`src/logic/nx_pkg.sv`:
```
// Shared widths, message command codes and header layouts for the node router
// Holds the header union read by the distributor and the local controller

`default_nettype none

package nx_pkg;

    // Width of one flit on every stream
    localparam int NX_BUS_W = 32;

    // Node position fields carried at the top of every header
    localparam int NX_ROW_W = 4;
    localparam int NX_COL_W = 4;

    // Instruction memory geometry, 1024 words of one flit each
    localparam int NX_ADDR_W    = 10;
    localparam int NX_MEM_DEPTH = 1 << NX_ADDR_W;

    // Signal bits held by the node and the width of an index into them
    localparam int NX_SIG_COUNT = 8;
    localparam int NX_SIG_IDX_W = $clog2(NX_SIG_COUNT);

    // Width of the command field and the spare bits left in each layout
    localparam int NX_CMD_W        = 2;
    localparam int NX_LOAD_SPARE_W = NX_BUS_W - NX_ROW_W - NX_COL_W - NX_CMD_W - NX_ADDR_W;
    localparam int NX_SIG_SPARE_W  = NX_BUS_W - NX_ROW_W - NX_COL_W - NX_CMD_W
                                   - NX_SIG_IDX_W - 1;

    // Message commands understood by the local controller
    typedef enum logic [NX_CMD_W-1:0] {
        NX_CMD_LOAD   = 2'd0,
        NX_CMD_SIGNAL = 2'd1
    } nx_cmd_t;

    // LOAD header, the payload flits that follow go to memory from start_addr on
    typedef struct packed {
        logic [NX_ROW_W-1:0]        row;
        logic [NX_COL_W-1:0]        col;
        nx_cmd_t                    cmd;
        logic [NX_ADDR_W-1:0]       start_addr;
        logic [NX_LOAD_SPARE_W-1:0] spare;
    } nx_load_hdr_t;

    // SIGNAL header, drives one signal bit to the given state
    typedef struct packed {
        logic [NX_ROW_W-1:0]       row;
        logic [NX_COL_W-1:0]       col;
        nx_cmd_t                   cmd;
        logic [NX_SIG_IDX_W-1:0]   index;
        logic                      state;
        logic [NX_SIG_SPARE_W-1:0] spare;
    } nx_sig_hdr_t;

    // Both layouts share row, column and command in the same bit positions
    typedef union packed {
        nx_load_hdr_t load;
        nx_sig_hdr_t  sig;
    } nx_msg_hdr_t;

endpackage

`default_nettype wire

```
`src/logic/nx_arbiter.sv`:
```
// Two-into-one stream arbiter
// Holds the chosen source for a whole message and alternates between messages

`timescale 1ns/1ps
`default_nettype none

module nx_arbiter
    import nx_pkg::*;
(
      input  logic                clk
    , input  logic                rst
    // Inbound stream A
    , input  logic [NX_BUS_W-1:0] inbound_a_data
    , input  logic                inbound_a_last
    , input  logic                inbound_a_valid
    , output logic                inbound_a_ready
    // Inbound stream B
    , input  logic [NX_BUS_W-1:0] inbound_b_data
    , input  logic                inbound_b_last
    , input  logic                inbound_b_valid
    , output logic                inbound_b_ready
    // Merged outbound stream
    , output logic [NX_BUS_W-1:0] outbound_data
    , output logic                outbound_last
    , output logic                outbound_valid
    , input  logic                outbound_ready
);

// Last source that presented a flit, low for A
logic m_active;
// High from the first presented flit until the last flit is taken
logic m_lock;

logic m_source;

// Locked keeps the same source, unlocked moves to the other source if it is waiting
assign m_source = m_lock   ? m_active
                : m_active ? ~inbound_a_valid
                           : inbound_b_valid;

// Selected source goes onto the outbound stream
assign outbound_data  = m_source ? inbound_b_data  : inbound_a_data;
assign outbound_last  = m_source ? inbound_b_last  : inbound_a_last;
assign outbound_valid = m_source ? inbound_b_valid : inbound_a_valid;

// Only the selected source sees ready
assign inbound_a_ready = outbound_ready & ~m_source;
assign inbound_b_ready = outbound_ready &  m_source;

always_ff @(posedge clk, posedge rst) begin : p_lock
    if (rst) begin
        m_active <= 1'b0;
        m_lock   <= 1'b0;
    end else if (outbound_valid) begin
        m_active <= m_source;
        // A stalled last flit keeps the lock so the source cannot change under it
        m_lock   <= ~(outbound_last & outbound_ready);
    end
end

endmodule

`default_nettype wire

```
`config.mk`:
```
export PLATFORM = sky130hd
export DESIGN_NAME = nx_arbiter
export DESIGN_NICKNAME = d
export VERILOG_FILES = /design/src/logic/nx_pkg.sv /design/src/logic/nx_arbiter.sv
export SDC_FILE = /design/constraint.sdc
export NUM_CORES = 1
export LEC_CHECK = 0
export BUFFER_PORTS_ARGS = -buffer_cell sky130_fd_sc_hd__buf_4
export CAP_MARGIN = 40
export CORE_UTILIZATION = 27
export CTS_CLUSTER_DIAMETER = 100
export DETAILED_ROUTE_END_ITERATION = 7
export HOLD_SLACK_MARGIN = 0.12
export PLACE_DENSITY = 0.95
export SYNTH_ARGS = -nofsm -noshare
export SYNTH_HDL_FRONTEND = slang
export SYNTH_SLANG_ARGS = --single-unit
```
`constraint.sdc`:
```
create_clock -name clk -period 3.5 [get_ports clk]
set_clock_uncertainty 0.2 [all_clocks]
set_input_delay 0.35 -clock clk [delete_from_list [all_inputs] [get_ports clk]]
set_output_delay 0.35 -clock clk [all_outputs]
set_load 0.1 [all_outputs]
```
Yosys cells after proc, flatten, opt, wreduce, memory -nomap -nowiden
Index checks and enable logic that the tools add are counted.
{"block": "word_totals", "latch_bits": 0, "ram_bits": 0, "output_inout_bits": 36, "n_memories": 0, "romBits": 0, "wordCells": 13, "input_bits": 71, "reg_bits": 2}
{"block": "op_classes", "mul": 0, "reduce_logical": 0, "shift": 0, "n_eq_ne": 0, "n_div": 0, "n_addsub": 0, "n_mux": 5, "order_cmp": 0, "bitwise": 6}
{"op": "32-bit 2-to-1 mux", "n": 1}
{"op": "1-bit 2-to-1 mux", "n": 4}
{"op": "1-bit AND", "n": 3}
{"op": "1-bit NOT", "n": 3}

Longest topological paths before layout
{"block": "logic_depth", "word_depth": 6, "depth_mapped": 4, "mapped_depth_nobuf": 4}

Worst setup path after synthesis
OpenSTA, ideal clock, no wires.
{"block": "synth_path", "path_type": "reg2out", "startpoint": "reg m_lock", "endpoint": "out inbound_b_ready", "t_arrival_ns": 2.205, "t_required_ns": 2.950, "stages_incl_launch_ff": 5, "setup_slack_ns": 0.745, "n_path_buf": 1, "cell_sequence": "dfrtp_1 > nor2b_2 > o22ai_4 > buf_6 > nor2b_1"}
{"block": "synth_between", "elab_chain_len": 2}
{"element": "from (decl)", "line": "nx_arbiter.sv:32", "rtl": "logic m_lock;"}
{"element": "from (signal assigned)", "line": "nx_arbiter.sv:57", "rtl": "m_lock <= ~(outbound_last & outbound_ready);"}
{"element": "1-bit 2-to-1 mux", "line": "nx_arbiter.sv:37", "rtl": "assign m_source = m_lock ? m_active"}
{"element": "1-bit AND", "line": "nx_arbiter.sv:48", "rtl": "assign inbound_b_ready = outbound_ready & m_source;"}
{"element": "to (decl)", "line": "nx_arbiter.sv:21", "rtl": ", output logic inbound_b_ready"}
No other way between the ends.

Final worst setup path
{"block": "layout_path", "startpoint": "reg m_active", "endpoint": "out outbound_data[16]"}
{"block": "layout_between", "elab_chain_len": 3}
{"element": "from (decl)", "line": "nx_arbiter.sv:30", "rtl": "logic m_active;"}
{"element": "from (signal assigned)", "line": "nx_arbiter.sv:55", "rtl": "m_active <= m_source;"}
{"element": "1-bit 2-to-1 mux", "line": "nx_arbiter.sv:38", "rtl": ": m_active ? ~inbound_a_valid"}
{"element": "1-bit 2-to-1 mux *", "line": "nx_arbiter.sv:37"}
{"element": "32-bit 2-to-1 mux *", "line": "nx_arbiter.sv:42", "rtl": "assign outbound_data = m_source ? inbound_b_data : inbound_a_data;"}
{"element": "to (decl)", "line": "nx_arbiter.sv:23", "rtl": ", output logic [NX_BUS_W-1:0] outbound_data"}
Mark *: on every way between the ends. The rest lies on a longest branch, timed or not.

==> flow_summary.ini <==
[run_status]
status = finished, final reports clean

[worst_hold_path]
worstHoldPathType = in -> reg

[timing]
slew_headroom_pct = 71.9
tightestPinTransition_ps = 422
maxSlewViolCount = 0
setup_viol = 0
clock.fmax_mhz = 405
min_period_ps = 2470
rsz0062_at_grt = false
hold_viol_final = 0
tns_ps = 0
hold_slack_ps = 256
period_share_pct = 70.5

[critical_path]
cp.required_ps = 2950
crit_path_start_kind = flip-flop
endpoint_kind = output port
cp_max_fo = 36
worstSetupPathType = reg -> out
crit_arrival_ps = 1920
r2r_slack_ps = 1660

[die]
fp.dieArea_um2 = 2180
ios = 107
die_h_um = 46.7
core-area_um2 = 1800
die_w_um = 46.7
initial_core_util_pct = 30.0
rows = 15

[placement]
place_congestion = 0.707
portBuffers = 106
placed_cells = 179
place_hpwl_um = 2110

[routing]
dr.pass1.iters = 2
drt-initial-drc-count = 7
vias = 845
drc_errors = 0
wl_per_cell_um = 13.3
ant_nets = 0
vias_per_cell = 4.59
drt_wl_total_um = 2450

[cells_and_area]
syn_to_final_growth_pct = 156
fin_nets = 232
finalNonFillerCells = 184
antenna_cells = 0
final_core_util_pct = 76.8
drive_gt1_share_pct = 89.9

[clock_tree]
cts_tree = done
clock_sinks = 2
postCtsSetupRepairBufs = 0
htree_num_levels = 1
cts-root-buf = clkbuf_4
clk_path_buf_depth = 2
clk_pin_slew_ps = 30
cts_buffers = 3
clock_latency_ps = 230

[synthesis]
synth-xor-area-share_pct = 0
synth_top_family_by_area = multiplexers
syn_inst = 50
synth_cell_types = 15
synth-simple-area-share_pct = 6.02
synthAdderAreaFrac_pct = 0
synth_compound_area_share_pct = 5.79
syn_nets = 121
synth_warnings = 0
syn_area_um2 = 541
ys_seq_area_share_pct = 9.26
muxShareOfSynthArea_pct = 71.3
synth-seq-cells = 2
avgSynthCellArea_um2 = 10.8

[global_route]
antenna_found_initial = 0
gr-total-overflow = 0
grt_pass1_vias = 849
grt_max_degree = 37
grt_pass1_wl_um = 3370
grt_usage_pct = 22.3

[run]
drv_cap = 0
[final cells by class]
type,instances,area [um^2]
Clock buffer,3,22.5
Fill cell,136,418
Inverter,2,7.51
Multi-Input combinational cell,43,449
Sequential cell,2,50.0
Tap cell,25,31.3
Timing Repair Buffer,109,823
[Yosys cell counts]
cell type | instances | area, um^2
a21oi_1 | 1 | 5.00
a31oi_1 | 1 | 6.26
and2_1 | 1 | 6.26
buf_6 | 3 | 33.8
dfrtp_1 | 2 | 50.1
inv_1 | 2 | 7.51
mux2_1 | 2 | 22.5
mux2_2 | 30 | 338
mux2_4 | 1 | 15.0
mux2i_1 | 1 | 10.0
nand2_1 | 1 | 3.75
nor2_1 | 2 | 7.51
nor2b_1 | 1 | 6.26
nor2b_2 | 1 | 8.76
o22ai_4 | 1 | 20.0
[layout by cell type (no fill, tap or decap)]
cell | synthesis | routed
a21oi_1 | 1 | 1
a31oi_1 | 1 | 1
and2_1 | 1 | 1
buf_4 | 0 | 107
clkbuf_4 | 0 | 3
dfrtp_1 | 2 | 2
dlygate4sd3_1 | 0 | 2
inv_1 | 2 | 2
mux2_1 | 2 | 2
mux2_2 | 30 | 30
mux2_4 | 1 | 1
mux2i_1 | 1 | 1
nand2_1 | 1 | 1
nor2_1 | 2 | 2
nor2b_1 | 1 | 1
nor2b_2 | 1 | 1
o22ai_4 | 1 | 1
[per-stage QoR]
step / area [um^2] / setup WS, ps
detailed placement: 1340 / 1150
floorplan: 541 / 745
finish: 1380 / 1030
global placement: 1340 / 1180
CTS: 1380 / 1020
global route: 1380 / 920
[kinds of logic after synthesis]
kind of cell / Yosys count
mux: 34
flops: 2
compound gates: 3
buf+inv: 5
simple gates: 6
[final timing paths]
kind | start | cells after the start | endpoint
setup / recovery | m_active | 5 | outbound_data[16]
hold / removal | inbound_b_last | 3 | m_lock
setup reg to reg | m_active | 5 | m_lock
hold reg to reg | m_lock | 2 | m_lock
max in group asynchronous | rst | 3 | m_active
min in group asynchronous | rst | 3 | m_lock
[flip-flops by register name, summed over array words and instances (netlist names)]
name and flops:
m_lock 1, m_active 1
[worst max-delay path, stage by stage, from the launching register on]
cell	delay, ps
dfrtp_1	410
nand2_1	110
o22ai_4	120
buf_4	400
mux2_2	400
buf_4	230
[what timing repair did]
item / in CTS / in global routing
gates resized for setup: 0 / 0
hold endpoints to repair: 3 / 0
hold buffers: 2 / 0
[routing by layer]
layer  part of all wire (%)  global-route usage, %  vias up
met3                     11                   5.77        4
met1                     33                   21.8      379
li1                       -                      -      403
met2                     55                   41.4       59
met4                    2.0                   13.7        0
met5                      0                      0        -
Power is left out: the tool's default activity adds up to more than one toggle a clock period on the data nets, which glitch-free logic cannot reach.
