<file path="config.mk">
export PLATFORM = sky130hd
export DESIGN_NAME = nx_skid
export DESIGN_NICKNAME = d
export VERILOG_FILES = /design/src/logic/nx_pkg.sv /design/src/logic/nx_skid.sv
export SDC_FILE = /design/constraint.sdc
export NUM_CORES = 1
export LEC_CHECK = 0
export BUFFER_PORTS_ARGS = -buffer_cell sky130_fd_sc_hd__buf_2
export CAP_MARGIN = 20
export CORE_AREA = 2 2 72 80
export CTS_CLUSTER_SIZE = 40
export DETAILED_ROUTE_END_ITERATION = 12
export DIE_AREA = 0 0 74 82
export PLACE_DENSITY = 0.86
export SLEW_MARGIN = 20
export SYNTH_ARGS = -nofsm -noshare
export SYNTH_HDL_FRONTEND = slang
export SYNTH_SLANG_ARGS = --single-unit
</file>
<file path="constraint.sdc">
create_clock -name clk -period 4.54 [get_ports clk]
set_input_delay 0.454 -clock clk [delete_from_list [all_inputs] [get_ports clk]]
set_output_delay 0.454 -clock clk [all_outputs]
set_load 0.01 [all_outputs]
</file>
<file path="src/logic/nx_pkg.sv">
// Shared widths, message command codes and header layouts for the node router
// Holds the header union read by the distributor and the local controller

`default_nettype none

package nx_pkg;

    // Width of one flit on every stream
    localparam int NX_BUS_W = 32;

    // Node position fields carried at the top of every header
    localparam int NX_ROW_W = 4;
    localparam int NX_COL_W = 4;

    // Instruction memory geometry, 1024 words of one flit each
    localparam int NX_ADDR_W    = 10;
    localparam int NX_MEM_DEPTH = 1 << NX_ADDR_W;

    // Signal bits held by the node and the width of an index into them
    localparam int NX_SIG_COUNT = 8;
    localparam int NX_SIG_IDX_W = $clog2(NX_SIG_COUNT);

    // Width of the command field and the spare bits left in each layout
    localparam int NX_CMD_W        = 2;
    localparam int NX_LOAD_SPARE_W = NX_BUS_W - NX_ROW_W - NX_COL_W - NX_CMD_W - NX_ADDR_W;
    localparam int NX_SIG_SPARE_W  = NX_BUS_W - NX_ROW_W - NX_COL_W - NX_CMD_W
                                   - NX_SIG_IDX_W - 1;

    // Message commands understood by the local controller
    typedef enum logic [NX_CMD_W-1:0] {
        NX_CMD_LOAD   = 2'd0,
        NX_CMD_SIGNAL = 2'd1
    } nx_cmd_t;

    // LOAD header, the payload flits that follow go to memory from start_addr on
    typedef struct packed {
        logic [NX_ROW_W-1:0]        row;
        logic [NX_COL_W-1:0]        col;
        nx_cmd_t                    cmd;
        logic [NX_ADDR_W-1:0]       start_addr;
        logic [NX_LOAD_SPARE_W-1:0] spare;
    } nx_load_hdr_t;

    // SIGNAL header, drives one signal bit to the given state
    typedef struct packed {
        logic [NX_ROW_W-1:0]       row;
        logic [NX_COL_W-1:0]       col;
        nx_cmd_t                   cmd;
        logic [NX_SIG_IDX_W-1:0]   index;
        logic                      state;
        logic [NX_SIG_SPARE_W-1:0] spare;
    } nx_sig_hdr_t;

    // Both layouts share row, column and command in the same bit positions
    typedef union packed {
        nx_load_hdr_t load;
        nx_sig_hdr_t  sig;
    } nx_msg_hdr_t;

endpackage

`default_nettype wire

</file>
<file path="src/logic/nx_skid.sv">
// Two-entry skid stage for one valid/ready flit stream
// Registers data, last and valid, and keeps the input ready registered too

`timescale 1ns/1ps
`default_nettype none

module nx_skid
    import nx_pkg::*;
(
      input  logic                clk
    , input  logic                rst
    // Upstream side
    , input  logic [NX_BUS_W-1:0] in_data
    , input  logic                in_last
    , input  logic                in_valid
    , output logic                in_ready
    // Downstream side
    , output logic [NX_BUS_W-1:0] out_data
    , output logic                out_last
    , output logic                out_valid
    , input  logic                out_ready
);

// The main entry drives the output, the spill entry catches one extra flit
logic                main_valid;
logic                spill_valid;
logic [NX_BUS_W-1:0] spill_data;
logic                spill_last;

logic in_fire;
logic main_load;

// Ready only looks at our own spill entry, never at out_ready
assign in_ready = ~spill_valid;
assign in_fire  = in_valid & in_ready;

// The main entry may take a new flit when it is empty or being drained
assign main_load = ~main_valid | out_ready;

assign out_valid = main_valid;

always_ff @(posedge clk, posedge rst) begin : p_ctrl
    if (rst) begin
        main_valid  <= 1'b0;
        spill_valid <= 1'b0;
    end else begin
        if (main_load) begin
            // The spill entry has priority since it holds the older flit
            main_valid  <= spill_valid | in_fire;
            spill_valid <= 1'b0;
        end else if (in_fire) begin
            // Output stalled while a flit arrives, so park it in the spill
            spill_valid <= 1'b1;
        end
    end
end

always_ff @(posedge clk) begin : p_payload
    if (main_load) begin
        out_data <= spill_valid ? spill_data : in_data;
        out_last <= spill_valid ? spill_last : in_last;
    end
    if (~main_load & in_fire) begin
        spill_data <= in_data;
        spill_last <= in_last;
    end
end

endmodule

`default_nettype wire

</file>
# Word-level counts from Yosys, hierarchy flattened
# Index checks and enable logic that the tools add are counted.
[classes]
muxes = 4
n_bitwise = 7
reduce_logical = 1
[ops]
columns = ["operator", "count"]
rows = [
  ["32-bit 2-to-1 mux", 1],
  ["1-bit 2-to-1 mux", 3],
  ["1-bit NOT", 3],
  ["1-bit bitwise AND", 2],
  ["1-bit bitwise OR", 2],
  ["2-bit nonzero test", 1],
]
[word_totals]
regBits = 68
in_bits = 37
output_inout_bits = 35
wordCells = 18

# Depth between registers and ports, before layout
[logic_depth]
ltp_word = 4
ltp_mapped = 4
ltp_nobuf = 2

# Least setup slack after synthesis
# Ideal clock, no wire load.
[synth_timing]
path_type = "input-to-reg"
from = "input out_ready"
to = "register spill_data[0] (enable)"
setup_time_ns = 0.471
arrival_time_ns = 3.856
required_ns = 4.069
setup_slack_ns = 0.213
path_stages = 2
path_buffers = 0
cell_sequence = "nand2b_1 > nor3b_1"
[synth_via]
elab_chain_cells = 3
[synth_rtl]
columns = ["item", "line", "source"]
rows = [
  ["from (decl)", "nx_skid.sv:21", ", input logic out_ready"],
  ["1-bit bitwise OR", "nx_skid.sv:38", "assign main_load = ~main_valid | out_ready;"],
  ["1-bit NOT", "nx_skid.sv:63", "if (~main_load & in_fire) begin"],
  ["1-bit bitwise AND", "nx_skid.sv:63", ""],
  ["to (signal assigned)", "nx_skid.sv:64", "spill_data <= in_data;"],
  ["to (decl)", "nx_skid.sv:27", "logic [NX_BUS_W-1:0] spill_data;"],
]
# Every way passes these cells.
# A chain may end at the register's enable or synchronous reset.

# Final worst setup path
[layout_timing]
from = "register main_valid, in the netlist out_valid"
to = "register spill_data[4] (enable)"
[layout_via]
elab_chain_cells = 4
[layout_rtl]
columns = ["item", "line", "source"]
rows = [
  ["from (decl)", "nx_skid.sv:25", "logic main_valid;"],
  ["from (signal assigned)", "nx_skid.sv:49", "main_valid <= spill_valid | in_fire;"],
  ["1-bit NOT", "nx_skid.sv:38", ""],
  ["1-bit bitwise OR", "nx_skid.sv:38", ""],
  ["via main_load", "nx_skid.sv:31", "logic main_load;"],
  ["1-bit NOT", "nx_skid.sv:63", ""],
  ["1-bit bitwise AND", "nx_skid.sv:63", ""],
]
# The timed path passes the listed nets, and every way through them passes these cells.

==> flow_summary.yaml <==
worst_setup_path:
  crit_type: "reg -> reg"
  critPathCaptureType: "flip-flop"
  cp_top_family: "simple AND/OR/NAND/NOR gates"
  startpoint_type: "flip-flop"
  cpMaxStageDelayCell: "nor3b_2"
  crit_chain: "nand2b_2, nor3b_2, buf_4"
  crit_arrival_ns: 2.54
  slowest_delay_ns: 0.93
  path_max_fanout: 36
  cp_data_required_time_ns: 4.54
  path_buf_inv: 1
sta:
  setup_viol: 0
  fin_crit_ns: 2.53
  setup_tns_ns: 0
  clock.fmax_mhz: 395
  drv_slew: 0
  hold-worst-slack_ns: 0.315
  tightest_slew_ns: 1.02
  fin_skew_ns: 0.00534
  rsz0062_at_grt: "no"
  maxSlewHeadroom_pct: 31.7
  setup_slack_ns: 2.01
  hold_violations: 0
  period_share_pct: 55.7
synthesis:
  ys_seq_area_share_pct: 78.0
  ys_seq_elements: 68
  synth_top_area_share_pct: 76.1
  syn_nets: 149
  synth_top_area_cell: "edfxtp_1"
  synth_area_sq_mm: 0.00260
  syn_avg_cell_area_sq_um: 23.2
  syn-instance-count: 112
  yosysUniqueCellTypes: 12
  synth_edf_count: 66
  ys_async_sr_fraction_pct: 2.94
  netlist_top_cells_area: "edfxtp_1 76%, mux2_4 16%, mux2_2 2.6%"
  synth-main-ff-cell: "edfxtp_1"
  netlist_top_cells_count: "66 x edfxtp_1, 27 x mux2_4, 6 x mux2_2"
  yosysWarnings: 0
  synth.most_common_cell: "edfxtp_1"
cts:
  cts_made_buffers: 9
  cts_setup_buffers: 0
  cts_resized: 0
  postCtsHoldBufs: 1
  cts_tree: "done"
  cts.sinks: 68
  clk_latency_ns: 0.33
  cts.clk_slew.worst_paths_ns: 0.07
  cts_max_level: 3
  clk_path_buf_depth: 2
  root_buffer: "clkbuf_8"
die:
  die_h_um: 82
  io_pins: 72
  die_area_sq_mm: 0.00607
  die_x_um: 74
  floorplan.initialDensity_pct: 49.2
  num_rows: 28
  core_sq_mm: 0.00529
job:
  drv_cap: 0
drt:
  num_vias: 1295
  via_per_inst: 4.76
  routed_wl_mm: 4.12
  post_drt_wl_per_cell_um: 15.1
  drc: 0
  drt-initial-drc-count: 83
  dr.pass1.iters: 4
  ant_nets: 0
power_and_ir_drop:
  clockPowerShare_pct: 33.4
  switching_share_pct: 20.7
  power_frac_comb_pct: 9.6
  p_seq_share_pct: 56.9
  p_sw_uw: 277
  p_leak_uw: 0.00127
  max-vdd-ir-drop_mv: 0.215
  cellInternalPower_uw: 1060
  powerDensity_mw_per_mm2: 421
layout:
  drive_gt1_share_pct: 59.9
  n_antenna_cell: 0
  syn_to_final_growth_pct: 22.5
  design_area_sq_mm: 0.00319
  final_nets: 229
  final_util_pct: 60.3
global_route:
  grt_use_total_pct: 14.7
  grt_max_degree: 37
  grt-busiest-layer: "met2"
  grt_util_met2_pct: 23.7
  antenna_found_initial: 0
  gr-total-overflow: 0
  grt_pass1_wl_mm: 6.16
  grt_pass1_vias: 1284
  met1_usage_pct: 17.0
  use_met3_pct: 5.52
worst_hold_path:
  hp-class: "in -> reg"
placed_design:
  placed_area_sq_mm: 0.00300
  io_buffers: 71
  globalplace.congestion: 0.645
  dpl.hpwl_mm: 2.76
  dp_slack_ns: 1.64
outcome:
  outcome: "finished, final reports clean"
[registers in the layout, indices dropped and copies added (netlist names)]
register / flops
spill_last: 1
spill_valid: 1
out_last: 1
spill_data: 32
out_valid: 1
out_data: 32
[cell families (layout without fill, tap and decap cells)]
group / after synthesis / count (layout) / share of synthesized area (%)
flops: 68 / 68 / 78.0
buf+inv: 6 / 91 / 2.84
mux: 33 / 33 / 18.2
simple gates: 5 / 5 / 0.961
[worst paths after layout]
check,depth (start not counted),slack (ns),endpoint,from
hold / removal,1,0.31,spill_data[24],in_data[24]
min in group asynchronous,3,0.53,out_valid,rst
hold reg to reg,1,0.55,out_data[1],spill_data[1]
max in group asynchronous,3,3.89,spill_valid,rst
setup / recovery,3,2.01,spill_data[4],out_valid
setup reg to reg,3,2.01,spill_data[4],out_valid
[final cells by class]
| cell class | count | area (sq um) |
|---|---|---|
| Clock buffer | 13 | 139 |
| Fill cell | 397 | 2100 |
| Clock inverter | 3 | 37.5 |
| Tap cell | 75 | 93.8 |
| Multi-Input combinational cell | 38 | 505 |
| Sequential cell | 68 | 2030 |
| Inverter | 2 | 7.51 |
| Timing Repair Buffer | 73 | 373 |
[power by group through the flow]
stage / Combinational [uW] / Clock (uW) / Sequential (uW)
finish: 129 / 449 / 764
global route: 140 / 487 / 769
CTS: 132 / 463 / 765
detailed placement: 131 / 0 / 778
global placement: 127 / 0 / 776
floorplan: 73.5 / 0 / 783
[stage by stage]
stage                     total power [uW]  instances
after CTS                             1360        272
final                                 1340        272
after global routing                  1400        272
after detailed placement               908        255
after floorplan                        857        112
after global placement                 903        255
[layer usage]
layer	wire length, um	part of all wire, %
met1	1700	41
met2	2070	50
met3	263	6.4
met4	89	2.2
met5	0	0
[layout by cell type (no fill, tap or decap)]
| master | Yosys | final |
|---|---|---|
| buf_4 | 0 | 1 |
| edfxtp_1 | 66 | 66 |
| nor3b_2 | 0 | 1 |
| clkbuf_1 | 0 | 4 |
| dfrtp_1 | 2 | 1 |
| nand2_1 | 1 | 1 |
| mux2_2 | 6 | 6 |
| dfrtp_2 | 0 | 1 |
| bufinv_16 | 0 | 1 |
| nor2_1 | 2 | 2 |
| dlygate4sd3_1 | 0 | 1 |
| mux2_4 | 27 | 27 |
| nand2b_2 | 0 | 1 |
| inv_1 | 2 | 2 |
| clkinv_1 | 0 | 2 |
| clkbuf_8 | 0 | 9 |
| buf_2 | 0 | 71 |
Power figures use the tool's default switching activity.
