<file path="src/logic/nx_pkg.sv">
// Shared widths, message command codes and header layouts for the node router
// Holds the header union read by the distributor and the local controller

`default_nettype none

package nx_pkg;

    // Width of one flit on every stream
    localparam int NX_BUS_W = 32;

    // Node position fields carried at the top of every header
    localparam int NX_ROW_W = 4;
    localparam int NX_COL_W = 4;

    // Instruction memory geometry, 1024 words of one flit each
    localparam int NX_ADDR_W    = 10;
    localparam int NX_MEM_DEPTH = 1 << NX_ADDR_W;

    // Signal bits held by the node and the width of an index into them
    localparam int NX_SIG_COUNT = 8;
    localparam int NX_SIG_IDX_W = $clog2(NX_SIG_COUNT);

    // Width of the command field and the spare bits left in each layout
    localparam int NX_CMD_W        = 2;
    localparam int NX_LOAD_SPARE_W = NX_BUS_W - NX_ROW_W - NX_COL_W - NX_CMD_W - NX_ADDR_W;
    localparam int NX_SIG_SPARE_W  = NX_BUS_W - NX_ROW_W - NX_COL_W - NX_CMD_W
                                   - NX_SIG_IDX_W - 1;

    // Message commands understood by the local controller
    typedef enum logic [NX_CMD_W-1:0] {
        NX_CMD_LOAD   = 2'd0,
        NX_CMD_SIGNAL = 2'd1
    } nx_cmd_t;

    // LOAD header, the payload flits that follow go to memory from start_addr on
    typedef struct packed {
        logic [NX_ROW_W-1:0]        row;
        logic [NX_COL_W-1:0]        col;
        nx_cmd_t                    cmd;
        logic [NX_ADDR_W-1:0]       start_addr;
        logic [NX_LOAD_SPARE_W-1:0] spare;
    } nx_load_hdr_t;

    // SIGNAL header, drives one signal bit to the given state
    typedef struct packed {
        logic [NX_ROW_W-1:0]       row;
        logic [NX_COL_W-1:0]       col;
        nx_cmd_t                   cmd;
        logic [NX_SIG_IDX_W-1:0]   index;
        logic                      state;
        logic [NX_SIG_SPARE_W-1:0] spare;
    } nx_sig_hdr_t;

    // Both layouts share row, column and command in the same bit positions
    typedef union packed {
        nx_load_hdr_t load;
        nx_sig_hdr_t  sig;
    } nx_msg_hdr_t;

endpackage

`default_nettype wire

</file>
<file path="src/logic/nx_distributor.sv">
// Message distributor for one inbound stream
// Sends each whole message to the local port or the bypass path by its header

`timescale 1ns/1ps
`default_nettype none

module nx_distributor
    import nx_pkg::*;
(
      input  logic                clk
    , input  logic                rst
    // Position of this node in the grid
    , input  logic [NX_ROW_W-1:0] node_row
    , input  logic [NX_COL_W-1:0] node_col
    // Inbound stream from the ingress skid
    , input  logic [NX_BUS_W-1:0] in_data
    , input  logic                in_last
    , input  logic                in_valid
    , output logic                in_ready
    // Messages addressed to this node
    , output logic [NX_BUS_W-1:0] local_data
    , output logic                local_last
    , output logic                local_valid
    , input  logic                local_ready
    // Messages passing through to another node
    , output logic [NX_BUS_W-1:0] bypass_data
    , output logic                bypass_last
    , output logic                bypass_valid
    , input  logic                bypass_ready
);

// Set once a header has been accepted, cleared by the accepted last flit
logic m_lock;
// Steering held for the rest of the message, high means local
logic m_sel_local;

nx_msg_hdr_t hdr;
logic        hdr_local;
logic        route_local;
logic        in_fire;

// Row and column sit in the same place in either layout, so use the load view
assign hdr       = nx_msg_hdr_t'(in_data);
assign hdr_local = (hdr.load.row == node_row) && (hdr.load.col == node_col);

// While locked the stored choice wins, otherwise the presented header decides
assign route_local = m_lock ? m_sel_local : hdr_local;

// Both paths see the same flit, only the chosen one sees it as valid
assign local_data   = in_data;
assign local_last   = in_last;
assign local_valid  = in_valid & route_local;

assign bypass_data  = in_data;
assign bypass_last  = in_last;
assign bypass_valid = in_valid & ~route_local;

// Stall only on the path that this message is using
assign in_ready = route_local ? local_ready : bypass_ready;
assign in_fire  = in_valid & in_ready;

always_ff @(posedge clk, posedge rst) begin : p_steer
    if (rst) begin
        m_lock      <= 1'b0;
        m_sel_local <= 1'b0;
    end else if (in_fire) begin
        // A single-flit message never locks
        m_lock      <= ~in_last;
        m_sel_local <= route_local;
    end
end

endmodule

`default_nettype wire

</file>
<file path="config.mk">
export PLATFORM = sky130hd
export DESIGN_NAME = nx_distributor
export DESIGN_NICKNAME = d
export VERILOG_FILES = /design/src/logic/nx_pkg.sv /design/src/logic/nx_distributor.sv
export SDC_FILE = /design/constraint.sdc
export NUM_CORES = 1
export LEC_CHECK = 0
export BUFFER_PORTS_ARGS = -buffer_cell sky130_fd_sc_hd__buf_4
export CELL_PAD_IN_SITES_DETAIL_PLACEMENT = 0
export CELL_PAD_IN_SITES_GLOBAL_PLACEMENT = 1
export CORE_ASPECT_RATIO = 2
export CORE_MARGIN = 2
export CORE_UTILIZATION = 18
export DETAILED_ROUTE_END_ITERATION = 12
export PLACE_DENSITY = 0.79
export SLEW_MARGIN = 5
export SYNTH_ARGS = -nofsm -noshare
export SYNTH_HDL_FRONTEND = slang
export SYNTH_SLANG_ARGS = --single-unit
</file>
<file path="constraint.sdc">
create_clock -name clk -period 1.5 [get_ports clk]
set_input_delay 0.075 -clock clk [delete_from_list [all_inputs] [get_ports clk]]
set_output_delay 0.075 -clock clk [all_outputs]
set_load 0.01 [all_outputs]
</file>
* Word level (Yosys, flattened, before mapping)
Index checks and enable logic that the tools add are counted.
** Operators by class
- Add/subtract/negate cells :: 0
- Multipliers :: 0
- Divide/modulo/power cells :: 0
- Magnitude comparators :: 0
- Eq/ne operators :: 2
- Shift operators :: 0
- Multiplexer cells :: 2
- Bitwise gates (word level) :: 5
- Reduce and logical (&&, ||, !) cells :: 1
** Operators by type and width (number)
- 4-bit equality test :: 2
- 1-bit AND :: 3
- 1-bit 2-to-1 mux :: 2
- 1-bit inverter :: 2
- 1-bit logical AND :: 1
** Storage, ports and cells
- Flip-flop bits (word level) :: 2
- Bits in latches :: 0
- Memory bits (writable) :: 0
- Memory bits (read-only) :: 0
- Bits of input ports :: 46
- Memories :: 0

* Depth between registers and ports, before layout
Gate-level depths: netlist (run 1).
- Word-level depth :: 5
- Mapped depth :: 5
- Gate-level depth less buffers :: 5

* Least setup slack after synthesis (run 1)
Ideal clock, no wire load.
- Kind :: reg-to-reg
- Start :: register m_lock
- End :: register m_lock
- Library setup time :: 87 ps
- Data arrival time :: 1138 ps
- Required time :: 1413 ps
- Slack :: 275 ps
- Stages on the path, launching flop included :: 4
- Buffers on the path :: 0
- Clock period less this slack :: 1225 ps
- Cell sequence :: dfrtp_1 nor3_4 mux2_4 a211oi_2
** On the way
- Longest elaborated chain between the ends :: 3
** RTL lines
- start, declared :: RTL line nx_distributor.sv:33 : logic m_lock;
- start signal, assigned :: RTL line nx_distributor.sv:68 : m_lock <= ~in_last;
- 1-bit 2-to-1 mux :: RTL line nx_distributor.sv:47 : assign route_local = m_lock ? m_sel_local : hdr_local;
- 1-bit 2-to-1 mux :: RTL line nx_distributor.sv:59 : assign in_ready = route_local ? local_ready : bypass_ready;
- 1-bit AND :: RTL line nx_distributor.sv:60 : assign in_fire = in_valid & in_ready;
No other way between the ends.
A chain may end at the register's enable or synchronous reset.

* Final worst setup path (run 1)
- Start :: register m_lock
- End :: output in_ready
** On the way
- Longest elaborated chain between the ends :: 2
** RTL lines
- 1-bit 2-to-1 mux :: RTL line nx_distributor.sv:47
- 1-bit 2-to-1 mux :: RTL line nx_distributor.sv:59
- end, declared :: RTL line nx_distributor.sv:19 : , output logic in_ready
No other way between the ends.

==> impl_metrics.py, run 1 <==
metrics = {
    "yosys": {
        "syn_area_um2": 812,
        "yosys.area.top_type_share_pct": 61.0,
        "synth_common_cells": "66 x buf_4, 4 x nand2_1, 4 x xnor2_1, 4 x xor2_1",
        "synth_seq_area_share_pct": 6.16,
        "ys.flop_type": "dfrtp_1",
        "yosys_warnings": 0,
        "synth-edff-count": 0,
        "yosysTopAreaCell": "buf_4",
        "syn_nets": 148,
        "ys_ff_latch": 2,
        "ys_async_sr_fraction_pct": 100,
        "synth.avg_cell_area_um2": 7.96,
        "yosys-top-cells-area": "buf_4 61%, dfrtp_1 6.2%, xnor2_1 4.3%",
        "yosysMostFrequentCell": "buf_4",
        "yosysUniqueCellTypes": 19,
        "syn_inst": 102,
    },
    "global_routing": {
        "grt_pass1_vias": 488,
        "grtUsageTotal_pct": 5.90,
        "antenna_found_initial": 0,
        "grt_remaining_overflow": 0,
        "grt_max_degree": 11,
        "grt_pass1_wl_um": 2260,
    },
    "timing": {
        "post-route-period-util_pct": 98.9,
        "setup_violations": 0,
        "rsz0062_at_grt": "yes",
        "hold_violations": 0,
        "slew_violations": 0,
        "period_needed_ns": 1.48,
        "skew_ns": 0.00425,
        "fmaxAchievable_mhz": 674,
        "hold_ws_ns": 0.150,
        "tns_ns": 0,
        "slew_headroom_pct": 81.6,
        "tightestPinTransition_ns": 0.275,
    },
    "finish": {
        "ff_latch_area_um2": 51.3,
        "syn2layout_area_growth_pct": -4.47,
        "nets": 131,
        "n_antenna_cell": 0,
        "fillers": 498,
        "multiInputGateArea_um2": 268,
        "drive_gt1_share_pct": 68.7,
    },
    "die": {
        "rows": 34,
        "start_util_pct": 18.7,
        "boundaryPins": 115,
        "coreArea_um2": 4340,
        "die_h_um": 99.0,
        "die_area_um2": 5100,
        "die_w_um": 51.5,
    },
    "place": {
        "numPortBuffers": 42,
        "place_congestion": 0.572,
    },
    "power_and_ir_drop": {
        "sw_frac_of_total_pct": 29.7,
        "pwr-share-seq_pct": 16.3,
        "p_clk_share_pct": 39.5,
        "p_int_uw": 370,
        "p_switching_uw": 156,
        "vdd_drop_max_mv": 0.248,
        "power_density_nw_per_um2": 678,
        "p_comb_share_pct": 44.2,
        "p_leak_nw": 0.371,
    },
    "job": {
        "cap_violations": 0,
    },
    "routing": {
        "top_layer": "met4",
        "route.met3.wl_um": 284,
        "final_antenna_net_count": 0,
        "wire_per_inst_um": 11.7,
        "vias_per_cell": 3.64,
        "wl_met2_um": 705,
        "drc_errors": 0,
        "first_iter_violations": 3,
        "wirelength_met1_um": 387,
        "routed_wl_um": 1600,
        "dr.pass1.iters": 2,
        "vias": 498,
    },
    "clock_network": {
        "clockRootBuffer": "clkbuf_8",
        "cts_tree": "built",
        "cts_sinks": 2,
        "clk_pin_slew_ns": 0.03,
        "insertion_delay_ns": 0.21,
        "clockBufferDepth": 2,
        "h-tree-depth": 1,
        "numCtsBuffers": 3,
    },
    "critical_path": {
        "regToRegEndpoint": "m_lock",
        "cp.required_ns": 1.42,
        "path_max_fanout": 4,
        "worst-setup-path-type": "reg2out",
        "crit_start": "m_lock",
        "worstSetupEndpoint": "in_ready",
        "critPathCaptureType": "output port",
        "r2r_slack_ns": 0.08,
        "worstReg2RegStart": "m_lock",
        "r2r_cells": 4,
        "crit_arrival_ns": 1.41,
        "cp-start-kind": "register",
    },
    "min_path": {
        "hp-class": "in2out",
    },
    "run_status": {
        "status": "finished, final reports clean",
    },
}
[cell type report]
| cell class | count | share of cell area (%) |
|---|---|---|
| Timing Repair Buffer | 45 | 44.4 |
| Multi-Input combinational cell | 32 | 34.5 |
| Sequential cell | 2 | 6.61 |
| Clock buffer | 3 | 5.32 |
| Inverter | 1 | 0.484 |
| Tap cell | 54 | 8.71 |
[per-stage QoR]
step | area, um2 | power, mW | instances | setup WS [ns] | util, %
final | 776 | 0.526 | 137 | 0.0169 | 17.9
after global routing | 776 | 0.566 | 137 | -0.0379 | 17.9
after CTS | 776 | 0.536 | 137 | 0.00798 | 17.9
after detailed placement | 694 | 0.301 | 131 | 0.0230 | 16.0
after global placement | 694 | 0.299 | 131 | 0.0196 | 16.0
after floorplan | 812 | 0.347 | 102 | 0.275 | -
[cells in the final DEF (no fill, tap or decap), drive strengths merged]
| cell | Yosys | final |
|---|---|---|
| a211oi | 1 | 1 |
| a21boi | 1 | 1 |
| a21oi | 2 | 2 |
| and2 | 1 | 1 |
| and2b | 1 | 1 |
| and3 | 1 | 1 |
| buf | 66 | 44 |
| clkbuf | 1 | 3 |
| dfrtp | 2 | 2 |
| dlygate4sd3 | 0 | 1 |
| inv | 1 | 1 |
| mux2 | 2 | 2 |
| mux2i | 1 | 1 |
| nand2 | 4 | 4 |
| nand3 | 3 | 3 |
| nand4 | 3 | 3 |
| nor3 | 2 | 2 |
| o21ai | 2 | 2 |
| xnor2 | 4 | 4 |
| xor2 | 4 | 4 |
[registers in the layout, indices dropped and copies added (netlist names)]
name         flops
m_lock           1
m_sel_local      1
[cells by family after synthesis]
group | Yosys count | share of synthesized area (%)
xor gates and xnor gates | 8 | 8.63
AOI/OAI and AO/OA | 6 | 5.39
and+or+nand+nor | 15 | 12.8
muxes | 3 | 4.93
buffers and inverters | 68 | 62.1
DFF | 2 | 6.16
[how the worst min path moves through the flow]
stage                 from               to  slack (ns)  cells after the start
3_5_place_dp           rst           m_lock       -0.06                      2
3_3_place_gp           rst           m_lock       -0.06                      2
6_report       in_data[21]  bypass_data[21]        0.15                      0
5_1_grt         in_data[8]    local_data[8]        0.15                      0
4_1_cts        in_data[18]  bypass_data[18]        0.15                      0
2_1_floorplan          rst           m_lock       -0.18                      1
[critical path, cell delays in order (launching register included)]
cell and delay, ns:
dfrtp_2 0.43, nor3_4 0.24, a21boi_4 0.10, mux2_4 0.31, buf_6 0.12
[per-layer routing]
layer | up-vias | global-route usage, %
met5 | - | 0
met4 | 0 | 8.10
met3 | 30 | 2.88
met2 | 43 | 9.57
met1 | 202 | 3.80
li1 | 223 | -
[power groups by stage]
stage                     combinational, mW  clock (mW)  sequential, mW
after floorplan                       0.268           0          0.0784
after global placement                0.217           0          0.0827
after detailed placement              0.219           0          0.0821
after CTS                             0.236       0.215          0.0854
final                                 0.233       0.208          0.0855
after global routing                  0.250       0.226          0.0889
[repair_timing]
item	CTS	global route
setup buffers	2	0
gates resized for setup	4	0
cloned	0	0
pin swaps	3	0
endpoints found under the setup margin	2	1
endpoints found under the hold margin	2	0
hold buffers	1	0
Power figures use the tool's default switching activity.
==> run 2: changes to the inputs <==
==> constraint.sdc (replaced) <==
create_clock -name clk -period 1.5 [get_ports clk]
set_input_delay 0.225 -clock clk [delete_from_list [all_inputs] [get_ports clk]]
set_output_delay 0.225 -clock clk [all_outputs]
set_load 0.01 [all_outputs]
==> run 2 against run 1 <==
  * The run now ends with setup timing left
  * Total power increased by 5.8%
  * Count of clock-buffer cells in the layout unchanged
  * Cell count increased by 5.8%
  * Sequential power decreased by 6.5%
  * Core utilization increased by 2.1 points
  * Combinational power increased by 15%
  * Global-route usage decreased by 0.090 points
  * Sequential cell count unchanged
  * Maximum frequency decreased by 8.2%
  * Critical path depth unchanged
  * Largest cell class unchanged
  * Highest routed layer unchanged
==> impl_metrics.py, run 2 (same netlist as run 1, synthesis figures left out) <==
metrics = {
    "die": {
        "die_h_um": 99.0,
        "rows": 34,
        "die_area_um2": 5100,
        "start_util_pct": 18.7,
        "boundaryPins": 115,
        "coreArea_um2": 4340,
        "die_w_um": 51.5,
    },
    "min_path": {
        "worstHoldPathCells": 4,
        "hold_start": "bypass_ready",
        "hp-class": "in2reg",
        "min_to": "m_sel_local",
    },
    "clock_network": {
        "clk_pin_slew_ns": 0.03,
        "clockBufferDepth": 2,
        "clockRootBuffer": "clkbuf_8",
        "insertion_delay_ns": 0.21,
        "h-tree-depth": 1,
        "numCtsBuffers": 3,
        "cts_tree": "built",
        "cts_sinks": 2,
    },
    "critical_path": {
        "crit_arrival_ns": 1.39,
        "crit_start": "m_lock",
        "worst-setup-path-type": "reg2out",
        "r2r_slack_ns": 0.03,
        "cp.required_ns": 1.27,
        "regToRegEndpoint": "m_lock",
        "worstReg2RegStart": "m_lock",
        "r2r_cells": 5,
        "critPathCaptureType": "output port",
        "cp-start-kind": "register",
        "path_max_fanout": 4,
    },
    "power_and_ir_drop": {
        "sw_frac_of_total_pct": 28.7,
        "p_clk_share_pct": 37.7,
        "vdd_drop_max_mv": 0.282,
        "p_comb_share_pct": 47.9,
        "p_switching_uw": 160,
        "p_leak_nw": 0.430,
        "pwr-share-seq_pct": 14.4,
        "power_density_nw_per_um2": 641,
        "total_power_uw": 557,
        "p_int_uw": 397,
    },
    "routing": {
        "vias_per_cell": 3.68,
        "routed_wl_um": 1560,
        "first_iter_violations": 0,
        "wire_per_inst_um": 10.8,
        "dr.pass1.iters": 1,
        "final_antenna_net_count": 0,
        "vias": 533,
        "drc_errors": 0,
    },
    "timing": {
        "hold_violations": 0,
        "tns_ns": -0.152,
        "period_needed_ns": 1.62,
        "setup_violations": 2,
        "rsz0062_at_grt": "yes",
        "post-route-period-util_pct": 108,
        "skew_ns": 0.00384,
        "finalWorstSetupSlack_ns": -0.116,
        "fmaxAchievable_mhz": 619,
        "tightestPinTransition_ns": 0.280,
        "slew_headroom_pct": 81.3,
        "slew_violations": 0,
    },
    "run_status": {
        "violations": "setup timing",
        "status": "finished with violations",
    },
    "finish": {
        "final_common_cell": "buf_4",
        "syn2layout_area_growth_pct": 6.93,
        "layout_common_cells": "48 x buf_4, 4 x xor2_1, 4 x nand2_1, 4 x buf_6",
        "n_antenna_cell": 0,
        "fin_util_pct": 20.0,
        "nets": 139,
        "final_cells": 145,
        "reg.largest.list": "m_lock (1), m_sel_local (1)",
        "drive_gt1_share_pct": 73.6,
    },
    "global_routing": {
        "grt_max_degree": 11,
        "gr-usage-met2_pct": 8.78,
        "grtUsageMet1_pct": 3.80,
        "antenna_found_initial": 0,
        "grt_pass1_vias": 490,
        "grt_pass1_wl_um": 2170,
        "grt_remaining_overflow": 0,
        "grt-busiest-layer": "met2",
        "grtUsageTotal_pct": 5.81,
        "use_met3_pct": 3.18,
    },
    "place": {
        "dp.cells": 139,
        "place_congestion": 0.584,
        "numPortBuffers": 42,
        "pre_cts_ws_ns": -0.195,
    },
    "job": {
        "cap_violations": 0,
    },
}
-- run 2: cell types whose count changed in the layout (fill, tap and decap cells not counted) --
cell | before | now
and2_2 | 1 | 0
nand2_1 | 3 | 4
and2_4 | 0 | 1
nand2_2 | 1 | 0
buf_6 | 1 | 4
xnor2_2 | 0 | 3
xnor2_1 | 4 | 1
buf_4 | 43 | 48
-- run 2: how the worst max path moves through the flow --
stage	to	slack [ns]
floorplan	in_ready	0.1
global placement	in_ready	-0.20
detailed placement	in_ready	-0.20
CTS	in_ready	-0.14
global route	in_ready	-0.17
finish	in_ready	-0.12
-- run 2: area by class of cell --
cell class,count,area [um2]
clock buffers,3,41.3
fillers,499,3470
inverters,1,3.75
multi-input cells,32,289
flip-flops and latches,2,51.3
well taps,54,67.6
repair buffers,53,415
-- run 2: metrics by stage --
step | hold slack [ns] | cell area (um2)
after floorplan | -0.0338 | 812
after global placement | 0.0868 | 754
after detailed placement | 0.0917 | 754
after CTS | 0.347 | 833
after global routing | 0.375 | 868
final | 0.346 | 868
-- run 2: routing by layer --
metal	wire, um	vias up
met5	0	-
met4	240	0
met3	307	33
met2	654	46
met1	359	215
li1	-	239
-- run 2: timing repair --
action | CTS | global route
hold buffers | 1 | 0
endpoints found under the setup margin | 3 | 3
pin swaps | 3 | 1
endpoints found under the hold margin | 2 | 0
resized for setup | 4 | 6
buffers inserted | 1 | 1
-- run 2: critical path: stages, from the launching register on --
cell	delay, ns
dfrtp_2	0.42
nor3_4	0.24
a21boi_4	0.10
mux2_4	0.31
buf_6	0.12
-- run 2: power by group through the flow --
stage | Sequential, mW | Clock (mW) | Combinational (mW)
after floorplan | 0.0784 | 0 | 0.268
after global routing | 0.0832 | 0.225 | 0.289
after detailed placement | 0.0824 | 0 | 0.235
final | 0.0799 | 0.210 | 0.267
after CTS | 0.0811 | 0.216 | 0.259
after global placement | 0.0822 | 0 | 0.234
==> run 3: changes to the inputs <==
BUFFER_PORTS_ARGS = unset   (was -buffer_cell sky130_fd_sc_hd__buf_4)
CORE_ASPECT_RATIO = unset   (was 2)
CORE_UTILIZATION = 37   (was 18)
DONT_BUFFER_PORTS = 1   (was unset)
GPL_TIMING_DRIVEN = 0   (was unset)
PLACE_DENSITY = 0.77   (was 0.79)
==> run 3 against run 2 <==
  * The flow still finishes with violations (setup timing)
  * Global-route usage up 3.8 points
  * Sequential share of layout area down 0.24 points
  * Non-clock buffer count up 17
  * Die area down 49%
  * Cell count down 6.9%
  * Total power down 8.6%
  * Largest power group unchanged
==> impl_metrics.py, run 3 (same netlist as run 1, synthesis figures left out) <==
metrics = {
    "run_status": {
        "status": "finished with violations",
        "violations": "setup timing",
    },
    "routing": {
        "vias_per_cell": 4.45,
        "dr.pass1.iters": 3,
        "drc_errors": 0,
        "routed_wl_um": 1480,
        "first_iter_violations": 1,
        "vias": 601,
        "wire_per_inst_um": 11.0,
        "final_antenna_net_count": 0,
    },
    "finish": {
        "final_common_cell": "buf_4",
        "nets": 156,
        "drive_gt1_share_pct": 75.9,
        "layout_common_cells": "68 x buf_4, 4 x xor2_1, 4 x xnor2_1",
        "syn2layout_area_growth_pct": 11.4,
        "n_antenna_cell": 0,
        "reg.largest.list": "m_lock (1), m_sel_local (1)",
        "fin_util_pct": 44.7,
    },
    "power_and_ir_drop": {
        "vdd_drop_max_mv": 0.351,
        "p_leak_nw": 0.481,
        "power_density_nw_per_um2": 562,
    },
    "critical_path": {
        "critPathCaptureType": "output port",
        "cp-start-kind": "register",
        "worst-setup-path-type": "reg2out",
        "max_stage_delay_ns": 0.43,
        "crit_arrival_ns": 1.31,
        "path_max_fanout": 4,
        "path_buf_inv": 0,
        "path_delay_family": "flip-flops",
        "cp_slowest_cell": "dfrtp_2",
        "crit_chain": "nor3_4 -> a21boi_4 -> mux2_4",
        "cp.required_ns": 1.27,
    },
    "job": {
        "cap_violations": 0,
    },
    "die": {
        "rows": 16,
        "boundaryPins": 115,
        "coreArea_um2": 2020,
        "die_w_um": 50.8,
        "die_area_um2": 2590,
        "start_util_pct": 40.2,
        "die_h_um": 50.8,
    },
    "timing": {
        "slew_violations": 0,
        "fmaxAchievable_mhz": 652,
        "hold_ws_ns": 0.190,
        "skew_ns": 0.000988,
        "hold_violations": 0,
        "tightestPinTransition_ns": 0.263,
        "slew_headroom_pct": 82.4,
        "rsz0062_at_grt": "yes",
        "post-route-period-util_pct": 102,
        "setup_violations": 1,
        "finalWorstSetupSlack_ns": -0.0348,
        "period_needed_ns": 1.53,
    },
    "clock_network": {
        "insertion_delay_ns": 0.23,
        "numCtsBuffers": 3,
        "cts_sinks": 2,
        "clockRootBuffer": "clkbuf_4",
        "h-tree-depth": 1,
        "clockBufferDepth": 2,
        "clk_pin_slew_ns": 0.03,
        "cts_tree": "built",
    },
    "min_path": {
        "hp-class": "in2reg",
    },
    "global_routing": {
        "antenna_found_initial": 0,
        "grtUsageTotal_pct": 9.62,
        "grt_pass1_vias": 462,
        "grt_remaining_overflow": 0,
        "grt_max_degree": 11,
        "grt_pass1_wl_um": 1810,
    },
    "place": {
        "place_congestion": 0.612,
        "dpl.hpwl_um": 1300,
        "numPortBuffers": 0,
    },
}
## run 3: cell types whose count changed in the layout (fill, tap and decap cells not counted), sizes merged
cell,before,now
buf,52,68
clkbuf,3,4
## run 3: final timing paths
| kind | to | slack (ns) | from | cells past startpoint |
|---|---|---|---|---|
| min in group asynchronous | m_lock | 0.30 | rst | 2 |
| worst min register to register | m_sel_local | 0.56 | m_sel_local | 2 |
| worst max register to register | m_lock | 0.09 | m_lock | 4 |
| worst max-delay path | in_ready | -0.03 | m_lock | 3 |
| worst min-delay path | m_sel_local | 0.19 | bypass_ready | 3 |
| max in group asynchronous | m_lock | 1.07 | rst | 2 |
## run 3: timing repair
action	CTS	global route
buffers inserted	2	0
hold buffers	1	0
pin swaps	3	0
gates cloned	0	0
endpoints found under the hold margin	2	0
setup endpoints to repair	3	2
resized for setup	3	0
## run 3: layout make-up
cell class / count / area (um2)
clock buffers: 3 / 22.5
inverters: 1 / 3.75
repair buffers: 3 / 25.0
fillers: 194 / 1120
flip-flops and latches: 2 / 51.3
well taps: 27 / 33.8
plain buffers: 67 / 500
multi-input cells: 32 / 268
## run 3: metrics by stage
stage / cell area, um2 / setup TNS, ns / instances / setup WS, ns / total power [mW]
floorplan: 812 / 0 / 102 / 0.0968 / 0.347
global placement: 846 / 0 / 129 / 0.00893 / 0.368
detailed placement: 846 / 0 / 129 / 0.0195 / 0.370
CTS: 905 / -0.0403 / 135 / -0.0403 / 0.516
global route: 905 / -0.121 / 135 / -0.0993 / 0.539
finish: 905 / -0.0348 / 135 / -0.0348 / 0.509
## run 3: metal layers
| metal | vias to the layer above | wire length (um) | track usage (%) |
|---|---|---|---|
| li1 | 273 | - | - |
| met1 | 257 | 401 | 9.66 |
| met2 | 67 | 795 | 16.9 |
| met3 | 4 | 243 | 2.05 |
| met4 | 0 | 44 | 8.11 |
| met5 | - | 0 | 0 |
## run 3: report_power, final
group	switching [mW]	internal, mW	total [mW]
Clock	0.0312	0.0881	0.119
Combinational	0.132	0.173	0.305
Sequential	0.0170	0.0671	0.0841
Total	0.180	0.328	0.509
## run 3: worst register-to-register path, delay by kind of cell, from the launching register on
| family | cells | cell delay [ns] |
|---|---|---|
| flip-flops | 1 | 0.43 |
| AO/OA/AOI/OAI | 1 | 0.19 |
| AND/OR/NAND/NOR | 1 | 0.24 |
| multiplexers | 1 | 0.30 |
| buffers and inverters | 1 | 0.16 |
